==> config.mk <==
export PLATFORM = sky130hd
export DESIGN_NAME = uart_top
export DESIGN_NICKNAME = d
export VERILOG_FILES = /design/src/verilog/uart_pkg.sv /design/src/verilog/sync_fifo.sv /design/src/verilog/uart_tx.sv /design/src/verilog/uart_rx.sv /design/src/verilog/uart_top.sv
export SDC_FILE = /design/constraint.sdc
export NUM_CORES = 1
export LEC_CHECK = 0
export BUFFER_PORTS_ARGS = -buffer_cell sky130_fd_sc_hd__buf_2
export CORE_ASPECT_RATIO = 0.6
export CORE_MARGIN = 10
export CORE_UTILIZATION = 53
export DETAILED_ROUTE_END_ITERATION = 8
export GPL_ROUTABILITY_DRIVEN = 0
export PLACE_DENSITY = 0.75
export SLEW_MARGIN = 20
export SYNTH_ARGS = -nofsm -noshare
export SYNTH_HDL_FRONTEND = slang
export SYNTH_SLANG_ARGS = --single-unit
==> constraint.sdc <==
create_clock -name clk -period 3.7 [get_ports clk]
set_input_delay 0.74 -clock clk [delete_from_list [all_inputs] [get_ports clk]]
set_output_delay 0.74 -clock clk [all_outputs]
set_load 0.01 [all_outputs]
==> src/verilog/uart_pkg.sv <==
package uart_pkg;

    // Clock and line rate
    localparam int CLK_FREQ     = 50_000_000;
    localparam int BAUD_RATE    = 3_125_000;
    localparam int CLKS_PER_BIT = CLK_FREQ / BAUD_RATE;

    // Entries in each byte FIFO
    localparam int FIFO_DEPTH = 16;

    // Derived widths
    localparam int BAUD_CNT_W = $clog2(CLKS_PER_BIT);
    localparam int FIFO_PTR_W = $clog2(FIFO_DEPTH);

    typedef logic [7:0]            data_t;
    typedef logic [BAUD_CNT_W-1:0] baud_cnt_t;
    typedef logic [2:0]            bit_idx_t;
    typedef logic [FIFO_PTR_W-1:0] fifo_ptr_t;
    // One extra bit so a full FIFO can be told apart from an empty one
    typedef logic [FIFO_PTR_W:0]   fifo_cnt_t;

    typedef enum logic [2:0] {
        RX_IDLE      = 3'b000,
        RX_START_BIT = 3'b001,
        RX_DATA_BITS = 3'b010,
        RX_PARITY    = 3'b011,
        RX_STOP_BIT  = 3'b100
    } rx_state_t;

    typedef enum logic [2:0] {
        TX_IDLE      = 3'b000,
        TX_START_BIT = 3'b001,
        TX_DATA_BITS = 3'b010,
        TX_PARITY    = 3'b011,
        TX_STOP_BIT  = 3'b100
    } tx_state_t;

endpackage

==> src/verilog/sync_fifo.sv <==
`timescale 1ns/1ps

module sync_fifo (
    input  logic           clk,
    input  logic           rst_n,
    input  logic           wr_en,
    input  uart_pkg::data_t wr_data,
    input  logic           rd_en,
    output uart_pkg::data_t rd_data,
    output logic           full,
    output logic           empty
);
    import uart_pkg::*;

    data_t     mem [FIFO_DEPTH];
    fifo_ptr_t wr_ptr;
    fifo_ptr_t rd_ptr;
    fifo_cnt_t count;
    logic      do_wr;
    logic      do_rd;

    // Circular increment, kept explicit in case the depth is not a power of two
    function automatic fifo_ptr_t next_ptr(input fifo_ptr_t ptr);
        fifo_ptr_t nxt;
        if (ptr == fifo_ptr_t'(FIFO_DEPTH - 1)) begin
            nxt = '0;
        end else begin
            nxt = ptr + 1'b1;
        end
        return nxt;
    endfunction

    assign full  = (count == fifo_cnt_t'(FIFO_DEPTH));
    assign empty = (count == '0);

    // A read frees a slot in the same cycle, so write is allowed when full
    assign do_rd = rd_en && !empty;
    assign do_wr = wr_en && (!full || do_rd);

    // First word fall through: head entry is always visible
    assign rd_data = mem[rd_ptr];

    always_ff @(posedge clk) begin
        if (do_wr) begin
            mem[wr_ptr] <= wr_data;
        end
    end

    always_ff @(posedge clk or negedge rst_n) begin
        if (!rst_n) begin
            wr_ptr <= '0;
            rd_ptr <= '0;
            count  <= '0;
        end else begin
            if (do_wr) begin
                wr_ptr <= next_ptr(wr_ptr);
            end
            if (do_rd) begin
                rd_ptr <= next_ptr(rd_ptr);
            end
            case ({do_wr, do_rd})
                2'b10: begin
                    count <= count + 1'b1;
                end
                2'b01: begin
                    count <= count - 1'b1;
                end
                default: begin
                    count <= count;
                end
            endcase
        end
    end

endmodule

==> src/verilog/uart_tx.sv <==
`timescale 1ns/1ps

module uart_tx (
    input  logic            clk,
    input  logic            rst_n,
    input  uart_pkg::data_t tx_data,
    input  logic            tx_write,
    output logic            tx_full,
    output logic            tx_serial
);
    import uart_pkg::*;

    tx_state_t state;
    baud_cnt_t baud_cnt;
    bit_idx_t  bit_idx;
    data_t     shift_reg;
    data_t     fifo_data;
    logic      parity_bit;
    logic      fifo_empty;
    logic      fifo_wr;
    logic      bit_done;
    logic      pop;

    // A write seen with tx_full high is refused, even if the FIFO pops on that edge
    assign fifo_wr = tx_write && !tx_full;

    sync_fifo u_tx_fifo (
        .clk     (clk),
        .rst_n   (rst_n),
        .wr_en   (fifo_wr),
        .wr_data (tx_data),
        .rd_en   (pop),
        .rd_data (fifo_data),
        .full    (tx_full),
        .empty   (fifo_empty)
    );

    assign bit_done = (baud_cnt == baud_cnt_t'(CLKS_PER_BIT - 1));

    // Pop from idle, or straight out of the stop bit for back to back frames
    assign pop = !fifo_empty &&
                 ((state == TX_IDLE) || (state == TX_STOP_BIT && bit_done));

    always_ff @(posedge clk or negedge rst_n) begin
        if (!rst_n) begin
            baud_cnt <= '0;
        end else if (state == TX_IDLE || bit_done) begin
            baud_cnt <= '0;
        end else begin
            baud_cnt <= baud_cnt + 1'b1;
        end
    end

    always_ff @(posedge clk) begin
        if (pop) begin
            shift_reg  <= fifo_data;
            parity_bit <= ^fifo_data;
        end else if ((state == TX_START_BIT || state == TX_DATA_BITS) && bit_done) begin
            shift_reg <= {1'b0, shift_reg[7:1]};
        end
    end

    // tx_serial is registered and changes on the edge that enters each bit
    always_ff @(posedge clk or negedge rst_n) begin
        if (!rst_n) begin
            state     <= TX_IDLE;
            bit_idx   <= '0;
            tx_serial <= 1'b1;
        end else begin
            case (state)
                TX_IDLE: begin
                    if (pop) begin
                        state     <= TX_START_BIT;
                        tx_serial <= 1'b0;
                    end
                end
                TX_START_BIT: begin
                    if (bit_done) begin
                        state     <= TX_DATA_BITS;
                        bit_idx   <= '0;
                        tx_serial <= shift_reg[0];
                    end
                end
                TX_DATA_BITS: begin
                    if (bit_done) begin
                        if (bit_idx == bit_idx_t'(7)) begin
                            state     <= TX_PARITY;
                            tx_serial <= parity_bit;
                        end else begin
                            bit_idx   <= bit_idx + 1'b1;
                            tx_serial <= shift_reg[0];
                        end
                    end
                end
                TX_PARITY: begin
                    if (bit_done) begin
                        state     <= TX_STOP_BIT;
                        tx_serial <= 1'b1;
                    end
                end
                TX_STOP_BIT: begin
                    if (bit_done) begin
                        state     <= pop ? TX_START_BIT : TX_IDLE;
                        tx_serial <= !pop;
                    end
                end
                default: begin
                    state     <= TX_IDLE;
                    tx_serial <= 1'b1;
                end
            endcase
        end
    end

endmodule

==> src/verilog/uart_rx.sv <==
`timescale 1ns/1ps

module uart_rx (
    input  logic            clk,
    input  logic            rst_n,
    input  logic            rx_serial,
    input  logic            rx_ready,
    output logic            rx_valid,
    output logic            rx_error,
    output uart_pkg::data_t rx_data
);
    import uart_pkg::*;

    rx_state_t state;
    baud_cnt_t baud_cnt;
    bit_idx_t  bit_idx;
    data_t     shift_reg;
    logic      parity_rx;
    logic      half_tick;
    logic      bit_tick;
    logic      frame_ok;
    logic      fifo_wr;
    logic      fifo_full;
    logic      fifo_empty;

    sync_fifo u_rx_fifo (
        .clk     (clk),
        .rst_n   (rst_n),
        .wr_en   (fifo_wr),
        .wr_data (shift_reg),
        .rd_en   (rx_ready),
        .rd_data (rx_data),
        .full    (fifo_full),
        .empty   (fifo_empty)
    );

    assign rx_valid = !fifo_empty;

    // Half tick lands in the middle of the start bit, full ticks one period later each
    assign half_tick = (state == RX_START_BIT) &&
                       (baud_cnt == baud_cnt_t'(CLKS_PER_BIT / 2 - 1));
    assign bit_tick  = (baud_cnt == baud_cnt_t'(CLKS_PER_BIT - 1));

    // Even parity over data plus parity bit, high stop bit, room in the FIFO
    assign frame_ok = rx_serial && ((^shift_reg) == parity_rx) && !fifo_full;

    always_ff @(posedge clk or negedge rst_n) begin
        if (!rst_n) begin
            baud_cnt <= '0;
        end else if (state == RX_IDLE || half_tick || bit_tick) begin
            baud_cnt <= '0;
        end else begin
            baud_cnt <= baud_cnt + 1'b1;
        end
    end

    always_ff @(posedge clk or negedge rst_n) begin
        if (!rst_n) begin
            state   <= RX_IDLE;
            bit_idx <= '0;
        end else begin
            case (state)
                RX_IDLE: begin
                    if (!rx_serial) begin
                        state <= RX_START_BIT;
                    end
                end
                RX_START_BIT: begin
                    // A start bit that went high again was only a glitch
                    if (half_tick) begin
                        state   <= rx_serial ? RX_IDLE : RX_DATA_BITS;
                        bit_idx <= '0;
                    end
                end
                RX_DATA_BITS: begin
                    if (bit_tick) begin
                        if (bit_idx == bit_idx_t'(7)) begin
                            state <= RX_PARITY;
                        end else begin
                            bit_idx <= bit_idx + 1'b1;
                        end
                    end
                end
                RX_PARITY: begin
                    if (bit_tick) begin
                        state <= RX_STOP_BIT;
                    end
                end
                RX_STOP_BIT: begin
                    if (bit_tick) begin
                        state <= RX_IDLE;
                    end
                end
                default: begin
                    state <= RX_IDLE;
                end
            endcase
        end
    end

    // Data arrives LSB first, so shift in from the top
    always_ff @(posedge clk) begin
        if (state == RX_DATA_BITS && bit_tick) begin
            shift_reg <= {rx_serial, shift_reg[7:1]};
        end
        if (state == RX_PARITY && bit_tick) begin
            parity_rx <= rx_serial;
        end
    end

    // Verdict one clock after the stop sample, shift_reg holds still until next frame
    always_ff @(posedge clk or negedge rst_n) begin
        if (!rst_n) begin
            fifo_wr  <= 1'b0;
            rx_error <= 1'b0;
        end else if (state == RX_STOP_BIT && bit_tick) begin
            fifo_wr  <= frame_ok;
            rx_error <= !frame_ok;
        end else begin
            fifo_wr  <= 1'b0;
            rx_error <= 1'b0;
        end
    end

endmodule

==> src/verilog/uart_top.sv <==
`timescale 1ns/1ps

module uart_top (
    input  logic            clk,
    input  logic            rst_n,

    // Transmit side
    input  uart_pkg::data_t tx_data,
    input  logic            tx_write,
    output logic            tx_full,
    output logic            tx_serial,

    // Receive side
    input  logic            rx_serial,
    input  logic            rx_ready,
    output uart_pkg::data_t rx_data,
    output logic            rx_valid,
    output logic            rx_error
);
    import uart_pkg::*;

    // The two sides share only clock and reset, loopback is wired outside
    uart_tx u_tx (
        .clk       (clk),
        .rst_n     (rst_n),
        .tx_data   (tx_data),
        .tx_write  (tx_write),
        .tx_full   (tx_full),
        .tx_serial (tx_serial)
    );

    uart_rx u_rx (
        .clk       (clk),
        .rst_n     (rst_n),
        .rx_serial (rx_serial),
        .rx_ready  (rx_ready),
        .rx_valid  (rx_valid),
        .rx_error  (rx_error),
        .rx_data   (rx_data)
    );

endmodule

==> impl_metrics.sql, run 1 <==
INSERT INTO impl_metrics (metric_group, metric, value, unit) VALUES
('status', 'run_status', 'finished clean', ''),
('layout', 'final_util', '0.5937', ''),
('floorplanning', 'core.rowCount', '45', ''),
('power', 'clock_power_share', '0.314', ''),
('floorplanning', 'floorplan.io_pins', '25', ''),
('logic_synthesis', 'post_synth_instance_area', '13560', 'µm²'),
('clock_network', 'cts-hold-fix-buffers', '0', ''),
('power', 'static-leakage-power', '0.005230', 'µW'),
('global_route', 'globalRouteTotalUtil', '0.1716', ''),
('layout', 'layoutNonFillerInstCount', '1215', ''),
('layout', 'drive_gt1_frac', '0.1659', ''),
('global_route', 'wire_length_of_the_first_global_routing_pass', '42.63', 'mm'),
('worst_setup_path', 'critPathSlowestCell', 'dfrtp_2', ''),
('clock_network', 'cts.path.max_buffers', '3', ''),
('logic_synthesis', 'synth_largest_area_cell', 'edfxtp_1', ''),
('floorplanning', 'core-area', '25220', 'µm²'),
('layout', 'top_regs', 'u_rx.u_rx_fifo.mem x128, u_tx.u_tx_fifo.mem x128', ''),
('worst_setup_path', 'critPathMaxStageDelay', '0.67', 'ns'),
('placement', 'dp_hpwl', '18.15', 'mm'),
('logic_synthesis', 'synth.yosys.warnings', '0', ''),
('worst_setup_path', 'worst_setup_path_start_kind', 'flip-flop', ''),
('timing', 'slew_headroom', '0.3469', ''),
('worst_setup_path', 'timing.critical_path.cells', 'buf_4 > mux2_2 > o21ai_0 > a21oi_1 > o21ai_0 > nand2_1 > buf_2', ''),
('worst_setup_path', 'critical_path.endpoint_type', 'output pin', ''),
('floorplanning', 'die_area', '32590', 'µm²'),
('floorplanning', 'die_w', '226.5', 'µm'),
('clock_network', 'worst_setup_hold_path_clk_slew', '0.07', 'ns'),
('logic_synthesis', 'synth.avg_cell_area', '16.38', 'µm²'),
('clock_network', 'clockRootBuffer', 'clkbuf_16', ''),
('placement', 'post_place_setup_slack', '0.6298', 'ns'),
('placement', 'numPortBuffers', '24', ''),
('timing', 'fmaxAchievable', '0.2930', 'GHz'),
('drt', 'total_via_count_in_the_routed_design', '7272', ''),
('clock_network', 'post_cts_setup_driven_buffer_insertion_count', '0', ''),
('worst_hold_path', 'worst_hold_path_type', 'primary input to async pin', ''),
('worst_setup_path', 'cpMostUsedCell', 'o21ai_0', ''),
('logic_synthesis', 'seq_area_frac_synth', '0.6973', ''),
('floorplanning', 'dieHeight', '143.9', 'µm'),
('global_route', 'grt_overflow', '0', ''),
('logic_synthesis', 'synth-main-ff-cell', 'edfxtp_1', ''),
('logic_synthesis', 'synth_seq_cells', '323', ''),
('timing', 'min_period_over_period', '0.9224', ''),
('logic_synthesis', 'synthDominantCellAreaShare', '0.6068', ''),
('worst_setup_path', 'reg2reg_depth', '15', ''),
('worst_setup_path', 'critical_path.n_buffers_inverters', '2', ''),
('logic_synthesis', 'synth_area_leaders', 'edfxtp_1, dfrtp_1, mux4_2, mux2i_1, ha_1', ''),
('logic_synthesis', 'ys_types', '55', ''),
('drt', 'totalWireLength', '27.18', 'mm'),
('worst_setup_path', 'worst_path_dominant_cell_family', 'flip-flops', ''),
('drt', 'route.detailed.drc', '0', ''),
('timing', 'final_max_slew_viol_count', '0', ''),
('logic_synthesis', 'synthesis.nets', '866', ''),
('timing', 'tightestPinTransition', '0.9761', 'ns'),
('worst_setup_path', 'crit_arrival', '2.67', 'ns'),
('worst_setup_path', 'ff2ff_setup_slack', '0.63', 'ns'),
('drt', 'final_antenna_net_count', '0', ''),
('timing', 'final_period_minus_worst_setup_slack', '3.413', 'ns'),
('clock_network', 'clkLatencyLatePin', '0.56', 'ns'),
('layout', 'fin_nets', '902', ''),
('logic_synthesis', 'synthesis.instances', '828', ''),
('logic_synthesis', 'synthArstFlopShare', '0.1517', ''),
('power', 'p_sw', '2637', 'µW'),
('timing', 'final_count_of_negative_setup_slack_endpoints', '0', ''),
('clock_network', 'clock-sinks', '323', ''),
('power', 'fraction_of_power_consumed_by_combinational_cells', '0.210', ''),
('clock_network', 'htree_num_levels', '1', ''),
('power', 'cellPowerDensity', '634.3', 'nW/µm²'),
('layout', 'insertedDiodeCount', '0', ''),
('timing', 'rsz0062_at_grt', 'false', ''),
('drt', 'post_drt_via_cell_ratio', '5.985', ''),
('clock_network', 'tritoncts.num_buffers', '29', '');
==> cell usage after synthesis (all sizes together), types with 2 or more instances <==
library cell,instances
o21ai,45
a2bb2oi,3
and2,18
xnor2,21
xor2,11
a221oi,8
ha,23
a21oi,23
o31ai,4
clkbuf,20
buf,18
o22ai,6
fa,2
a31oi,4
nor2b,6
nand2b,6
a21o,9
mux2i,45
o41ai,2
nor2,42
edfxtp,274
nand2,53
mux2,19
nor3,11
a22oi,11
nor4,2
nand3,15
inv,14
mux4,44
and3,3
a22o,4
dfrtp,48
==> worst register-to-register path, cell delays in order (launching register included) <==
cell and delay [ns]:
dfrtp_1 0.37, ha_1 0.21, nand3_1 0.26, o31ai_1 0.24, nand3_1 0.14, buf_4 0.20
inv_2 0.15, ha_1 0.25, inv_1 0.11, fa_1 0.46, inv_1 0.07, a21o_1 0.11
a21oi_1 0.07, xnor2_1 0.13, nor2_1 0.06, xor2_1 0.14
==> per-stage QoR <==
step                power (µW)  instance area [µm²]  hold WS (ns)
floorplan                 6069                13560        0.4331
global placement          6510                14030        0.4453
detailed placement        6568                14030        0.4525
CTS                       9540                14980        0.2304
global route              9925                14980        0.2511
finish                    9499                14980        0.2200
==> power groups by stage <==
stage,Clock (µW),Sequential (µW),Combinational (µW)
floorplan,0,4440,1630
global placement,0,4590,1920
detailed placement,0,4600,1970
CTS,3030,4530,1980
global route,3180,4560,2180
finish,2980,4530,1990
==> per-layer routing <==
layer	routed length (µm)	GRT usage
met1	13320	0.2721
met2	10920	0.2285
met3	2551	0.04762
met4	394	0.03234
met5	0	0
==> worst max path at each step <==
stage                                          to                      from  slack [ns]  depth (start not counted)
after CTS                              rx_data[5]  u_rx.u_rx_fifo.rd_ptr[0]        0.31                          7
after floorplan                        rx_data[4]  u_rx.u_rx_fifo.rd_ptr[0]        1.01                          5
after detailed placement  u_tx.u_tx_fifo.count[4]          u_tx.baud_cnt[0]        0.63                         15
after global routing                   rx_data[5]  u_rx.u_rx_fifo.rd_ptr[0]        0.20                          7
after global placement    u_tx.u_tx_fifo.count[4]             u_tx.state[0]        0.74                         13
final                                  rx_data[5]  u_rx.u_rx_fifo.rd_ptr[0]        0.29                          7
==> layout by cell type, fill, tap and decap left out, types with 7 or more instances in the layout <==
| cell type | n |
|---|---|
| and2_1 | 18 |
| buf_2 | 24 |
| mux4_2 | 37 |
| nor3_1 | 11 |
| dfrtp_1 | 46 |
| nand2_1 | 53 |
| a22oi_1 | 11 |
| ha_1 | 23 |
| edfxtp_1 | 274 |
| a21o_1 | 9 |
| nand3_1 | 15 |
| xnor2_1 | 21 |
| a21oi_1 | 23 |
| buf_4 | 19 |
| xor2_1 | 11 |
| mux2_2 | 15 |
| mux2i_1 | 43 |
| mux4_1 | 7 |
| a221oi_1 | 8 |
| nor2_1 | 42 |
| inv_1 | 13 |
| o21ai_0 | 44 |
| clkbuf_16 | 29 |
==> kinds of logic (layout without fill, tap and decap cells) <==
logic type | count (synthesis) | count (layout) | share of synthesized area
DFF | 323 | 323 | 0.6973
buffers and inverters | 53 | 111 | 0.01910
adders and majority gates | 25 | 25 | 0.02417
and+or+nand+nor | 161 | 161 | 0.05453
AOI/OAI and AO/OA | 125 | 125 | 0.05804
xor gates and xnor gates | 33 | 33 | 0.02233
muxes | 108 | 108 | 0.1246
==> area by class of cell <==
class,count,area [µm²]
Clock inverter,16,165.2
Fill cell,1825,10250
Sequential cell,323,9458
Clock buffer,37,775.7
Multi-Input combinational cell,452,3846
Timing Repair Buffer,43,262.8
Tap cell,329,411.6
Inverter,15,56.30
Power figures use the tool's default switching activity.
==> run 2: changes to the inputs <==
CORE_UTILIZATION = 55   (was 53)
PLACE_DENSITY = 0.77   (was 0.75)
==> impl_metrics.sql, run 2 (synthesized netlist as in run 1, its figures left out) <==
INSERT INTO impl_metrics (metric_group, metric, value, unit) VALUES
('power', 'ir_drop', '0.3499', 'mV'),
('power', 'fraction_of_power_consumed_by_combinational_cells', '0.212', ''),
('worst_setup_path', 'worstReg2RegEnd', 'u_tx.u_tx_fifo.count[4]', ''),
('clock_network', 'worst_setup_hold_path_clk_slew', '0.06', 'ns'),
('worst_setup_path', 'reg2reg_depth', '15', ''),
('floorplanning', 'floorplan.io_pins', '25', ''),
('power', 'p_seq_frac', '0.491', ''),
('layout', 'fin_nets', '905', ''),
('global_route', 'vias_in_the_first_global_route', '7127', ''),
('layout', 'layout_commonest_cell', 'edfxtp_1', ''),
('timing', 'tightestPinTransition', '0.9994', 'ns'),
('timing', 'worst_clock_skew', '0.01256', 'ns'),
('timing', 'slew_headroom', '0.3313', ''),
('job', 'max_cap_violations', '0', ''),
('worst_setup_path', 'timing_worst_setup_path_type', 'flip-flop to output pin', ''),
('worst_setup_path', 'ff2ff_setup_slack', '0.59', 'ns'),
('layout', 'multi_input_comb_area', '3846', 'µm²'),
('placement', 'dp_hpwl', '18.10', 'mm'),
('global_route', 'grt.met2_usage', '0.2233', ''),
('timing', 'min_period_over_period', '0.9062', ''),
('clock_network', 'cts_tree', 'yes', ''),
('floorplanning', 'core.rowCount', '44', ''),
('floorplanning', 'dieHeight', '141.6', 'µm'),
('floorplanning', 'start_util', '0.5598', ''),
('layout', 'fillers', '1721', ''),
('drt', 'totalWireLength', '26.66', 'mm'),
('global_route', 'grt_max_degree', '40', ''),
('layout', 'area_growth', '10.00', '%'),
('global_route', 'grtUsageMet3', '0.03652', ''),
('drt', 'wire_per_inst', '22.01', 'µm'),
('worst_hold_path', 'worst_hold_path_type', 'primary input to async pin', ''),
('layout', 'drive_gt1_frac', '0.1642', ''),
('power', 'static-leakage-power', '0.005221', 'µW'),
('global_route', 'globalRouteTotalUtil', '0.1679', ''),
('worst_setup_path', 'worst_setup_path_start_kind', 'flip-flop', ''),
('worst_setup_path', 'regToRegStartpoint', 'u_tx.baud_cnt[0]', ''),
('drt', 'route.detailed.drc', '0', ''),
('power', 'p_sw', '2574', 'µW'),
('global_route', 'grt_overflow', '0', ''),
('layout', 'leading_cell_types_in_the_layout_fill_and_taps_excluded', 'edfxtp_1, nand2_1, dfrtp_1, o21ai_0, mux2i_1', ''),
('timing', 'rsz0062_at_grt', 'false', ''),
('clock_network', 'htree_num_levels', '1', ''),
('clock_network', 'post_cts_setup_driven_buffer_insertion_count', '0', ''),
('drt', 'drt_first_iter_violations', '894', ''),
('timing', 'final_max_slew_viol_count', '0', ''),
('placement', 'post_place_setup_slack', '0.6191', 'ns'),
('floorplanning', 'die_area', '31540', 'µm²'),
('clock_network', 'clockRootBuffer', 'clkbuf_16', ''),
('global_route', 'layer_with_the_highest_usage', 'met1', ''),
('worst_setup_path', 'timing.critical_path.required', '2.96', 'ns'),
('drt', 'total_via_count_in_the_routed_design', '7244', ''),
('layout', 'final_util', '0.6158', ''),
('drt', 'dr.pass1.iters', '5', ''),
('worst_setup_path', 'crit_arrival', '2.61', 'ns'),
('clock_network', 'clkLatencyLatePin', '0.54', 'ns'),
('global_route', 'grt_util_met1', '0.2718', ''),
('drt', 'final_antenna_net_count', '0', ''),
('timing', 'final_worst_setup_slack', '0.3472', 'ns'),
('timing', 'setup-tns-final', '0', 'ns'),
('floorplanning', 'die_w', '222.7', 'µm'),
('power', 'cellPowerDensity', '620.9', 'nW/µm²'),
('clock_network', 'cts-hold-fix-buffers', '0', ''),
('global_route', 'number_of_antenna_violations_at_the_first_check_in_global_routing', '0', ''),
('layout', 'final-seq-area', '9458', 'µm²'),
('timing', 'final_period_minus_worst_setup_slack', '3.353', 'ns'),
('clock_network', 'cts_repair_resize_count', '0', ''),
('power', 'switching_share', '0.2780', ''),
('timing', 'hold_violations', '0', ''),
('power', 'p_int', '6687', 'µW'),
('clock_network', 'cts.path.max_buffers', '3', ''),
('clock_network', 'clock-sinks', '323', ''),
('worst_setup_path', 'biggest_fanout_along_the_worst_timing_path', '31', ''),
('global_route', 'wire_length_of_the_first_global_routing_pass', '41.67', 'mm'),
('status', 'run_status', 'finished clean', ''),
('worst_setup_path', 'critical_path.endpoint_type', 'output pin', ''),
('drt', 'post_drt_via_cell_ratio', '5.982', ''),
('timing', 'final_count_of_negative_setup_slack_endpoints', '0', ''),
('layout', 'top_regs', 'u_rx.u_rx_fifo.mem x128, u_tx.u_tx_fifo.mem x128', ''),
('layout', 'insertedDiodeCount', '0', ''),
('floorplanning', 'core-area', '24220', 'µm²'),
('clock_network', 'tritoncts.num_buffers', '29', ''),
('timing', 'fmaxAchievable', '0.2983', 'GHz'),
('placement', 'numPortBuffers', '24', ''),
('power', 'clock_power_share', '0.297', '');
==> run 2: cell types whose count changed in the layout (fill, tap and decap cells not counted), sizes merged <==
| cell | previous run | this run |
|---|---|---|
| clkbuf | 37 | 40 |
| buf | 43 | 46 |
| clkinvlp | 4 | 1 |
| clkinv | 10 | 11 |
| bufinv | 3 | 0 |
| inv | 14 | 16 |
==> run 2: power by group through the flow <==
stage,registers (µW),clock network [µW],logic (µW)
after floorplan,4440,0,1630
after global placement,4600,0,1900
after detailed placement,4620,0,1940
after CTS,4550,2810,1960
after global routing,4590,2960,2150
final,4550,2750,1960
==> run 2: stage by stage <==
stage               area (µm²)  hold WS, ns  total power [µW]  std cells
global placement         14050       0.4463              6502       1158
CTS                      14920       0.1748              9321       1211
finish                   14920       0.1651              9262       1211
detailed placement       14050       0.4549              6562       1158
global route             14920       0.1855              9694       1211
floorplan                13560       0.4331              6069        828
==> run 2: area by class of cell <==
class / instances / area share
flip-flops and latches: 323 / 0.6340
well taps: 322 / 0.02701
inverters: 15 / 0.003775
clock buffers: 40 / 0.05343
clock inverters: 13 / 0.004781
repair buffers: 46 / 0.01912
multi-input cells: 452 / 0.2578
==> run 2: worst max path at each step <==
stage | endpoint | cells after the start | slack, ns | from
after floorplan | rx_data[4] | 5 | 1.01 | u_rx.u_rx_fifo.rd_ptr[0]
after global placement | u_tx.u_tx_fifo.count[4] | 13 | 0.74 | u_tx.u_tx_fifo.count[0]
after detailed placement | u_tx.u_tx_fifo.count[4] | 15 | 0.62 | u_tx.baud_cnt[0]
after CTS | rx_data[6] | 7 | 0.33 | u_rx.u_rx_fifo.rd_ptr[0]
after global routing | rx_data[6] | 7 | 0.20 | u_rx.u_rx_fifo.rd_ptr[0]
final | rx_data[6] | 7 | 0.35 | u_rx.u_rx_fifo.rd_ptr[0]
==> run 2: critical path, stage by stage, from the launching register on <==
cell	delay (ns)
dfrtp_2	0.35
buf_4	0.45
mux2_2	0.39
o21ai_0	0.30
a21oi_1	0.14
a22oi_1	0.21
nand2_1	0.07
buf_2	0.14
==> run 2: metal layers <==
| layer | up-vias | wire, µm |
|---|---|---|
| met4 | 0 | 457 |
| met5 | - | 0 |
| met2 | 258 | 10850 |
| li1 | 3280 | - |
| met1 | 3670 | 13310 |
| met3 | 36 | 2039 |
